File: src/verilog/conv_pkg.sv
`default_nettype none

package conv_pkg;

	// ------------------------------------------------------------------------
	// Widths
	// ------------------------------------------------------------------------

	// Default SRAM address width, overridden through module parameters
	localparam int ADDR_W = 12;
	localparam int DATA_W = 16;

	typedef logic signed [7:0] pixel_t;
	typedef logic signed [19:0] acc_t;

	// One input SRAM word: either a matrix size word or two pixels,
	// even column in the low byte
	typedef union packed {
		logic [DATA_W-1:0] size;
		pixel_t [1:0] pair;
	} sram_word_t;

	// ------------------------------------------------------------------------
	// Fixed constants
	// ------------------------------------------------------------------------

	// Size word that closes the matrix chain
	localparam logic [DATA_W-1:0] END_MARKER = '1;

	// Conv outputs under one 2x2 pool window
	localparam int LANES = 4;
	localparam int KERNEL_TAPS = 9;

	// Words in one 4x4 patch, two pixels each
	localparam int PATCH_WORDS = 8;

	localparam int RELU_MAX = 127;

	// Cycles from end marker to busy low
	localparam int DRAIN_CYCLES = 16;

endpackage

`default_nettype wire
File: src/verilog/conv_accel.sv
`timescale 1ns/100ps
`default_nettype none

module conv_accel #(
	parameter int ADDR_W = conv_pkg::ADDR_W
) (
	input  wire logic clk,
	input  wire logic reset_b,
	input  wire logic dut_run,
	output logic dut_busy,
	output logic [ADDR_W-1:0] input_sram_read_address,
	input  wire logic [conv_pkg::DATA_W-1:0] input_sram_read_data,
	output logic [ADDR_W-1:0] weights_sram_read_address,
	input  wire logic [conv_pkg::DATA_W-1:0] weights_sram_read_data,
	output logic output_sram_write_enable,
	output logic [ADDR_W-1:0] output_sram_write_addresss,
	output logic [conv_pkg::DATA_W-1:0] output_sram_write_data
);

	// Fetch to buffer
	logic word_valid;
	logic patch_last;
	logic buf_empty;

	// Buffer to MAC lanes
	conv_pkg::pixel_t weight;
	conv_pkg::pixel_t [conv_pkg::LANES-1:0] pixels;
	logic mac_clear;
	logic mac_en;

	// Lanes and buffer to writer
	conv_pkg::acc_t [conv_pkg::LANES-1:0] acc;
	logic pool_valid;
	logic pool_last;

	patch_fetch #(
		.ADDR_W(ADDR_W)
	) u_fetch (
		.clk(clk),
		.reset_b(reset_b),
		.dut_run(dut_run),
		.input_sram_read_data(input_sram_read_data),
		.buf_empty(buf_empty),
		.dut_busy(dut_busy),
		.input_sram_read_address(input_sram_read_address),
		.word_valid(word_valid),
		.patch_last(patch_last)
	);

	window_buffer #(
		.ADDR_W(ADDR_W)
	) u_buffer (
		.clk(clk),
		.reset_b(reset_b),
		.word_valid(word_valid),
		.patch_last(patch_last),
		.input_sram_read_data(input_sram_read_data),
		.weights_sram_read_data(weights_sram_read_data),
		.buf_empty(buf_empty),
		.weights_sram_read_address(weights_sram_read_address),
		.weight(weight),
		.pixels(pixels),
		.mac_clear(mac_clear),
		.mac_en(mac_en),
		.pool_valid(pool_valid),
		.pool_last(pool_last)
	);

	// One lane per conv output of the pool window
	for (genvar l = 0; l < conv_pkg::LANES; l++) begin : g_lane
		mac_lane u_lane (
			.clk(clk),
			.reset_b(reset_b),
			.mac_clear(mac_clear),
			.mac_en(mac_en),
			.weight(weight),
			.pixel(pixels[l]),
			.acc(acc[l])
		);
	end

	pool_relu_writer #(
		.ADDR_W(ADDR_W)
	) u_writer (
		.clk(clk),
		.reset_b(reset_b),
		.dut_busy(dut_busy),
		.pool_valid(pool_valid),
		.pool_last(pool_last),
		.acc(acc),
		.output_sram_write_enable(output_sram_write_enable),
		.output_sram_write_addresss(output_sram_write_addresss),
		.output_sram_write_data(output_sram_write_data)
	);

endmodule

`default_nettype wire

File: src/verilog/pool_relu_writer.sv
`timescale 1ns/100ps
`default_nettype none

module pool_relu_writer #(
	parameter int ADDR_W = conv_pkg::ADDR_W
) (
	input  wire logic clk,
	input  wire logic reset_b,
	input  wire logic dut_busy,
	input  wire logic pool_valid,
	input  wire logic pool_last,
	input  wire conv_pkg::acc_t [conv_pkg::LANES-1:0] acc,
	output logic output_sram_write_enable,
	output logic [ADDR_W-1:0] output_sram_write_addresss,
	output logic [conv_pkg::DATA_W-1:0] output_sram_write_data
);

	conv_pkg::acc_t pool_max;
	logic [7:0] relu;
	logic [7:0] res_q;
	logic [7:0] first_q;
	logic res_valid;
	logic res_last;
	logic have_first;
	logic do_write;
	logic [ADDR_W-1:0] next_addr;

	// ------------------------------------------------------------------------
	// Max pool and clamp
	// ------------------------------------------------------------------------

	always_comb begin
		pool_max = acc[0];
		for (int l = 1; l < conv_pkg::LANES; l++) begin
			if (acc[l] > pool_max) begin
				pool_max = acc[l];
			end
		end
	end

	always_comb begin
		if (pool_max < 0) begin
			relu = 8'd0;
		end else if (pool_max > conv_pkg::RELU_MAX) begin
			relu = 8'(conv_pkg::RELU_MAX);
		end else begin
			relu = pool_max[7:0];
		end
	end

	// ------------------------------------------------------------------------
	// Pair packing
	// ------------------------------------------------------------------------

	// Second of a pair, or a lone result closing the matrix
	assign do_write = res_valid && (have_first || res_last);

	always_ff @(posedge clk) begin
		if (!reset_b) begin
			res_valid <= 1'b0;
			res_last <= 1'b0;
			have_first <= 1'b0;
			output_sram_write_enable <= 1'b0;
			output_sram_write_addresss <= '0;
			next_addr <= '0;
		end else begin
			res_valid <= pool_valid;
			res_last <= pool_last;
			output_sram_write_enable <= do_write;
			if (do_write) begin
				output_sram_write_addresss <= next_addr;
				next_addr <= next_addr + 1'b1;
				have_first <= 1'b0;
			end else if (res_valid) begin
				have_first <= 1'b1;
			end
			// Addresses restart with every run
			if (!dut_busy) begin
				output_sram_write_addresss <= '0;
				next_addr <= '0;
			end
		end
	end

	always_ff @(posedge clk) begin
		if (pool_valid) begin
			res_q <= relu;
		end
		if (res_valid && !have_first) begin
			first_q <= res_q;
		end
		if (do_write) begin
			// First result in the high byte
			output_sram_write_data <= have_first ? {first_q, res_q} : {res_q, 8'h00};
		end
	end

endmodule

`default_nettype wire

File: src/verilog/window_buffer.sv
`timescale 1ns/100ps
`default_nettype none

module window_buffer #(
	parameter int ADDR_W = conv_pkg::ADDR_W
) (
	input  wire logic clk,
	input  wire logic reset_b,
	input  wire logic word_valid,
	input  wire logic patch_last,
	input  wire conv_pkg::sram_word_t input_sram_read_data,
	input  wire logic [conv_pkg::DATA_W-1:0] weights_sram_read_data,
	output logic buf_empty,
	output logic [ADDR_W-1:0] weights_sram_read_address,
	output conv_pkg::pixel_t weight,
	output conv_pkg::pixel_t [conv_pkg::LANES-1:0] pixels,
	output logic mac_clear,
	output logic mac_en,
	output logic pool_valid,
	output logic pool_last
);

	localparam logic [1:0] S_EMPTY = 2'd0;
	localparam logic [1:0] S_FILL = 2'd1;
	localparam logic [1:0] S_MULT = 2'd2;

	localparam int BUF_LEN = 2 * conv_pkg::PATCH_WORDS;
	localparam int FILL_W = $clog2(conv_pkg::PATCH_WORDS);
	localparam int TAP_W = $clog2(conv_pkg::KERNEL_TAPS);

	logic [1:0] state;
	logic [FILL_W-1:0] fill_cnt;
	logic [TAP_W-1:0] tap_cnt;
	logic last_q;
	logic final_tap;
	logic [3:0] tap_base;

	// Patch pixel (r, c) ends up at index 4*r + c
	conv_pkg::pixel_t pix_buf [BUF_LEN];

	assign buf_empty = (state == S_EMPTY);
	assign mac_clear = (state == S_EMPTY);
	assign mac_en = (state == S_MULT);
	assign final_tap = mac_en && (tap_cnt == TAP_W'(conv_pkg::KERNEL_TAPS - 1));

	always_ff @(posedge clk) begin
		if (word_valid) begin
			for (int i = 0; i < BUF_LEN - 2; i++) begin
				pix_buf[i] <= pix_buf[i + 2];
			end
			pix_buf[BUF_LEN-2] <= input_sram_read_data.pair[0];
			pix_buf[BUF_LEN-1] <= input_sram_read_data.pair[1];
		end
	end

	// ------------------------------------------------------------------------
	// Fill and tap sequencing
	// ------------------------------------------------------------------------

	always_ff @(posedge clk) begin
		if (!reset_b) begin
			state <= S_EMPTY;
			fill_cnt <= '0;
			tap_cnt <= '0;
			last_q <= 1'b0;
			pool_valid <= 1'b0;
			pool_last <= 1'b0;
		end else begin
			pool_valid <= final_tap;
			pool_last <= final_tap && last_q;
			if (word_valid) begin
				fill_cnt <= fill_cnt + 1'b1;
				last_q <= patch_last;
			end
			case (state)
			S_EMPTY: begin
				if (word_valid) begin
					state <= S_FILL;
				end
			end
			S_FILL: begin
				if (word_valid && fill_cnt == FILL_W'(conv_pkg::PATCH_WORDS - 1)) begin
					state <= S_MULT;
					tap_cnt <= '0;
				end
			end
			S_MULT: begin
				tap_cnt <= tap_cnt + 1'b1;
				if (final_tap) begin
					state <= S_EMPTY;
				end
			end
			default: begin
				state <= S_EMPTY;
			end
			endcase
		end
	end

	// Tap 0 weight is requested while the last word lands
	assign weights_sram_read_address = mac_en ? ADDR_W'((tap_cnt + 1'b1) >> 1) : '0;

	// Even taps in the low byte
	assign weight = tap_cnt[0] ? weights_sram_read_data[15:8] : weights_sram_read_data[7:0];

	// Buffer index of kernel offset (k/3, k%3)
	always_comb begin
		case (tap_cnt)
		4'd0: tap_base = 4'd0;
		4'd1: tap_base = 4'd1;
		4'd2: tap_base = 4'd2;
		4'd3: tap_base = 4'd4;
		4'd4: tap_base = 4'd5;
		4'd5: tap_base = 4'd6;
		4'd6: tap_base = 4'd8;
		4'd7: tap_base = 4'd9;
		4'd8: tap_base = 4'd10;
		default: tap_base = 4'd0;
		endcase
	end

	// Lane l sits at conv position (l/2, l%2) of the pool window
	always_comb begin
		for (int l = 0; l < conv_pkg::LANES; l++) begin
			pixels[l] = pix_buf[tap_base + 4'(4 * (l / 2) + (l % 2))];
		end
	end

endmodule

`default_nettype wire

File: src/verilog/patch_fetch.sv
`timescale 1ns/100ps
`default_nettype none

module patch_fetch #(
	parameter int ADDR_W = conv_pkg::ADDR_W
) (
	input  wire logic clk,
	input  wire logic reset_b,
	input  wire logic dut_run,
	input  wire conv_pkg::sram_word_t input_sram_read_data,
	input  wire logic buf_empty,
	output logic dut_busy,
	output logic [ADDR_W-1:0] input_sram_read_address,
	output logic word_valid,
	output logic patch_last
);

	localparam logic [2:0] S_IDLE = 3'd0;
	localparam logic [2:0] S_READ_SIZE = 3'd1;
	localparam logic [2:0] S_CHECK_SIZE = 3'd2;
	localparam logic [2:0] S_READ_WORDS = 3'd3;
	localparam logic [2:0] S_DRAIN = 3'd4;

	localparam int WORD_W = $clog2(conv_pkg::PATCH_WORDS);
	localparam int DRAIN_W = $clog2(conv_pkg::DRAIN_CYCLES);

	logic [2:0] state;
	logic [ADDR_W-1:0] base_addr;
	logic [5:0] row;
	logic [5:0] col;
	logic [2:0] log2n;
	logic [WORD_W-1:0] word_idx;
	logic [DRAIN_W-1:0] drain_cnt;

	logic [5:0] n_size;
	logic last_col;
	logic last_row;
	logic fire;
	logic [ADDR_W-1:0] patch_off;
	logic [ADDR_W-1:0] row_off;
	logic [ADDR_W-1:0] patch_addr;
	logic [ADDR_W-1:0] next_base;

	assign dut_busy = (state != S_IDLE);

	assign n_size = 6'd1 << log2n;
	assign last_col = (col == n_size - 6'd4);
	assign last_row = (row == n_size - 6'd4);

	// First word of a patch waits for an empty buffer, the rest stream
	assign fire = (state == S_READ_WORDS) && ((word_idx != '0) || buf_empty);

	// ------------------------------------------------------------------------
	// Address generation
	// ------------------------------------------------------------------------

	// (row * N + col) / 2 words into the pixel area
	assign patch_off = ((ADDR_W'(row) << log2n) + ADDR_W'(col)) >> 1;
	// N/2 words per patch row
	assign row_off = ADDR_W'(word_idx[WORD_W-1:1]) << (log2n - 3'd1);
	assign patch_addr = base_addr + ADDR_W'(1) + patch_off + row_off
		+ ADDR_W'(word_idx[0]);
	// Skip the size word and N*N/2 pixel words
	assign next_base = base_addr + ADDR_W'(1) + (ADDR_W'(1) << ({log2n, 1'b0} - 4'd1));

	assign input_sram_read_address = (state == S_READ_SIZE) ? base_addr : patch_addr;

	// ------------------------------------------------------------------------
	// Run control
	// ------------------------------------------------------------------------

	always_ff @(posedge clk) begin
		if (!reset_b) begin
			state <= S_IDLE;
			base_addr <= '0;
			row <= '0;
			col <= '0;
			log2n <= 3'd2;
			word_idx <= '0;
			drain_cnt <= '0;
			word_valid <= 1'b0;
			patch_last <= 1'b0;
		end else begin
			// Strobe lines up with the read data
			word_valid <= fire;
			patch_last <= last_col && last_row;

			case (state)
			S_IDLE: begin
				base_addr <= '0;
				row <= '0;
				col <= '0;
				word_idx <= '0;
				drain_cnt <= '0;
				if (dut_run) begin
					state <= S_READ_SIZE;
				end
			end
			S_READ_SIZE: begin
				state <= S_CHECK_SIZE;
			end
			S_CHECK_SIZE: begin
				if (input_sram_read_data.size == conv_pkg::END_MARKER) begin
					state <= S_DRAIN;
				end else begin
					// N is a power of two, 4 to 32
					if (input_sram_read_data.size[5]) begin
						log2n <= 3'd5;
					end else if (input_sram_read_data.size[4]) begin
						log2n <= 3'd4;
					end else if (input_sram_read_data.size[3]) begin
						log2n <= 3'd3;
					end else begin
						log2n <= 3'd2;
					end
					state <= S_READ_WORDS;
				end
			end
			S_READ_WORDS: begin
				if (fire) begin
					word_idx <= word_idx + 1'b1;
					if (word_idx == WORD_W'(conv_pkg::PATCH_WORDS - 1)) begin
						if (!last_col) begin
							col <= col + 6'd2;
						end else if (!last_row) begin
							col <= '0;
							row <= row + 6'd2;
						end else begin
							// Matrix done, next size word
							col <= '0;
							row <= '0;
							base_addr <= next_base;
							state <= S_READ_SIZE;
						end
					end
				end
			end
			S_DRAIN: begin
				drain_cnt <= drain_cnt + 1'b1;
				if (drain_cnt == DRAIN_W'(conv_pkg::DRAIN_CYCLES - 1)) begin
					state <= S_IDLE;
				end
			end
			default: begin
				state <= S_IDLE;
			end
			endcase
		end
	end

endmodule

`default_nettype wire

File: src/verilog/mac_lane.sv
`timescale 1ns/100ps
`default_nettype none

module mac_lane (
	input  wire logic clk,
	input  wire logic reset_b,
	input  wire logic mac_clear,
	input  wire logic mac_en,
	input  wire conv_pkg::pixel_t weight,
	input  wire conv_pkg::pixel_t pixel,
	output conv_pkg::acc_t acc
);

	logic signed [15:0] product;

	// Signed 8x8 product, sign extended into the sum
	assign product = weight * pixel;

	always_ff @(posedge clk) begin
		if (!reset_b) begin
			acc <= '0;
		end else if (mac_clear) begin
			acc <= '0;
		end else if (mac_en) begin
			acc <= acc + product;
		end
	end

endmodule

`default_nettype wire

File: config.mk
export PLATFORM = sky130hd
export DESIGN_NAME = conv_accel
export DESIGN_NICKNAME = d
export VERILOG_FILES = /design/src/verilog/conv_pkg.sv /design/src/verilog/conv_accel.sv /design/src/verilog/pool_relu_writer.sv /design/src/verilog/window_buffer.sv /design/src/verilog/patch_fetch.sv /design/src/verilog/mac_lane.sv
export SDC_FILE = /design/constraint.sdc
export NUM_CORES = 2
export LEC_CHECK = 0
export BUFFER_PORTS_ARGS = -buffer_cell sky130_fd_sc_hd__buf_2
export CORE_MARGIN = 2
export CORE_UTILIZATION = 35
export DETAILED_ROUTE_END_ITERATION = 8
export GPL_TIMING_DRIVEN = 1
export PLACE_DENSITY = 0.49
export SYNTH_ARGS = -nofsm -noshare
export SYNTH_HDL_FRONTEND = slang
export SYNTH_HIERARCHICAL = 1
export SYNTH_SLANG_ARGS = --single-unit
File: constraint.sdc
create_clock -name clk -period 14.2 [get_ports clk]
set_input_delay 2.84 -clock clk [delete_from_list [all_inputs] [get_ports clk]]
set_output_delay 2.84 -clock clk [all_outputs]
set_load 0.1 [all_outputs]
==> summary.txt <==
slowest stage delay, CP: 0.90 ns
CP Max Fanout: 40
Post-synth EDFFs: 160
clk_lat worst skew: 0.61 ns
syn avg cell area: 10.4 µm²
Hold Path Origin: u_buffer/pool_last
Initial Utilization: 35.3%
Pwr Density: 103 nW/µm²
clock transition at the registers of the reported paths: 0.06 ns
vias in the first global route: 23.2k
Clock Root Buffer: clkbuf_16
largest net degree at the start of global routing: 76
Leak: 15.4 nW
final period utilization: 65.0%
total routed wirelength: 83.4 mm
WHS Endpoint: u_writer/res_last
Least-Margin Pin Slew: 1.12 ns
sequential area share after synthesis: 24.4%
CTS tree: yes
die area: 96400 µm²
Comb power frac: 43.0%
Slew HR: 23.8%
Final #Nets: 3912
Synthesis Warnings: 6
Int Power: 0.00231 W
Fin Setup TNS: 0 ns
status: completed
# IOs: 89
Slew Limit Fails: 0
via count: 22.7k
Reg2Reg Setup Slack: 4.97 ns
layout cells sized above 1: 9.33%
HPWL Detailed: 64.8 mm
area delta synth->final: 9.77%
sw frac: 37.9%
Num CTS Buffers: 42
async set-reset flop share out of synthesis: 0%
initial antenna violation count: 5
Mapped Area: 32900 µm²
Sw Pwr: 0.00141 W
Fin. Hold Viols: 0
drt pass-1 iters: 5
hold-critical path depth: 1
n_diodes: 0
# hold bufs at CTS: 0
R2R cell count: 36
max_cap viols: 0
Worst Path Arrival: 9.51 ns
reg2reg end: u_writer/res_q[6]
unrepaired setup endpoints after global routing: false
core region area: 93200 µm²
Worst Setup End Kind: flip-flop
Setup-failing EPs final: 0
CP Class: reg -> reg
minimum clock period: 9.23 ns
# clock sinks: 321
fmax: 0.108 GHz
GRT Util Overall: 17.7%
height of the die: 310 µm
number of H-tree levels: 2
#FFs+latches synth: 321
Final Util: 38.7%
Synth Instances: 3163
Synth top cells by count: 446 x inv_1, 363 x fa_1, 290 x ha_1
DR WL/cell: 18.5 µm
routability cong.: 0.835
reg2reg start: g_lane[0].u_lane/acc[19]
area share of the largest cell type after synthesis: 22.1%
CP Data Required Time: 14.49 ns
IO Port Bufs: 80
clock share of power: 30.6%
drc violations: 0
post_cts resized: 0
row count: 112
slowest CP cell: mux2i_4
global-route congestion overflow total: 0
Die Wd: 310 µm
Flop pwr share: 26.4%
most frequent cell after synthesis: inv_1
Critical Path Most Common Cell: a21o_1
worst hold path class: reg -> reg
Vias/cell: 5.04
Worst Skew: 0.0491 ns
Synth area leaders: fa_1 22%, edfxtp_1 15%, ha_1 11%, dfxtp_1 9.8%, inv_1 5.1%
crit start category: flip-flop
area leader, netlist: fa_1
Initial DRC Count: 1226
predominant post-synthesis flop cell: dfxtp_1
Clock Tree Buf Depth: 3
Cell variety after synth: 104
setup bufs post-CTS: 0
post-route antenna net violation count: 0
worst vdd ir: 84.4 µV
first-pass GRT wire length: 133 mm
[logic make-up after synthesis]
kind of cell,count (synthesis),share of synthesized area (%)
XOR/XNOR,128,3.65
flip-flops,321,24.4
multiplexers,187,9.27
AO/OA/AOI/OAI,492,10.0
buffers and inverters,547,6.67
adder cells (fa/ha/maj),654,33.2
other,3,0.0343
AND/OR/NAND/NOR,831,12.8
[cells in the final DEF (no fill, tap or decap), drive strengths merged, types with 7 or more instances in the layout]
cell type and count:
nand3b 15, mux2 33, conb 10, a31oi 21, inv 453, buf 108, edfxtp 160, nand4 37
clkinv 19, nor3 24, nand2 251, o21a 19, xnor2 72, dfxtp 161, o21ai 102, bufinv 7
a31o 11, nor2 153, nand2b 24, o21bai 8, clkbuf 46, fa 363, o211ai 24, xor2 52
a21o 45, nor4 10, nor3b 11, nor2b 46, a21oi 154, mux2i 74, and3 14, nand3 52
or3 12, a21boi 8, a211oi 25, ha 290, and2 158, mux4 80, o31ai 13
[sequential cells by signal, indices dropped and copies added (netlist names), 4 cells and up]
signal / cells
g_lane.u_lane/acc: 80
u_buffer/pix_buf: 128
u_buffer/tap_base: 4
u_buffer/tap_cnt: 4
u_fetch/base_addr: 12
u_fetch/col: 5
u_fetch/drain_cnt: 4
u_fetch/row: 5
u_writer/first_q: 8
u_writer/next_addr: 12
u_writer/output_sram_write_addresss: 12
u_writer/output_sram_write_data: 16
u_writer/res_q: 8
[worst max-delay path, delay by kind of cell, from the launching register on]
| kind | cells | cell delay, ns |
|---|---|---|
| multiplexers | 1 | 0.90 |
| flip-flops | 1 | 0.41 |
| buffers and inverters | 2 | 0.45 |
| AND/OR/NAND/NOR | 8 | 1.30 |
| AO/OA/AOI/OAI | 22 | 4.84 |
| adder cells (fa/ha/maj) | 3 | 0.97 |
[area by class of cell]
| class | count | area [µm²] |
|---|---|---|
| Multi-Input combinational cell | 2302 | 22700 |
| Fill cell | 9255 | 57100 |
| Inverter | 449 | 1690 |
| Clock inverter | 32 | 410 |
| Sequential cell | 321 | 8040 |
| Timing Repair Buffer | 108 | 611 |
| Tap cell | 1254 | 1570 |
| Clock buffer | 46 | 1070 |
[stage by stage]
step	setup slack (ns)	power, W	cells	instance area [µm²]	hold slack, ns
after global placement	5.23	0.00262	4434	34600	0.420
after global routing	4.28	0.00402	4512	36100	0.457
final	4.97	0.00372	4512	36100	0.437
after detailed placement	5.21	0.00261	4434	34600	0.423
after CTS	5.14	0.00378	4512	36100	0.440
after floorplan	5.39	0.00226	3170	32900	0.412
[how the worst max path moves through the flow]
stage / endpoint / slack [ns] / from
global route: u_writer/res_q[6] / 4.28 / g_lane[0].u_lane/acc[19]
floorplan: input_sram_read_address[9] / 5.39 / u_fetch/log2n[0]
finish: u_writer/res_q[6] / 4.97 / g_lane[0].u_lane/acc[19]
detailed placement: u_writer/res_q[1] / 5.21 / g_lane[0].u_lane/acc[19]
CTS: u_writer/res_q[1] / 5.14 / g_lane[0].u_lane/acc[19]
global placement: u_writer/res_q[1] / 5.23 / g_lane[0].u_lane/acc[19]
[layer usage]
layer	up-vias	wire length (µm)	global-route usage (%)	share of wire (%)
met5	-	0	0	0
met4	0	1870	4.27	2.2
met3	89	2930	1.92	3.5
met2	383	38900	29.0	47
met1	11300	39700	25.1	48
li1	10900	-	-	-
[power groups by stage]
stage	registers, W	logic [W]	clock network [W]
6_report	0.000983	0.00160	0.00114
5_1_grt	0.000984	0.00183	0.00121
4_1_cts	0.000983	0.00162	0.00118
3_5_place_dp	0.00100	0.00160	0
3_3_place_gp	0.00100	0.00162	0
2_1_floorplan	0.00100	0.00125	0
Note: power is estimated with default switching activity, not from simulation.
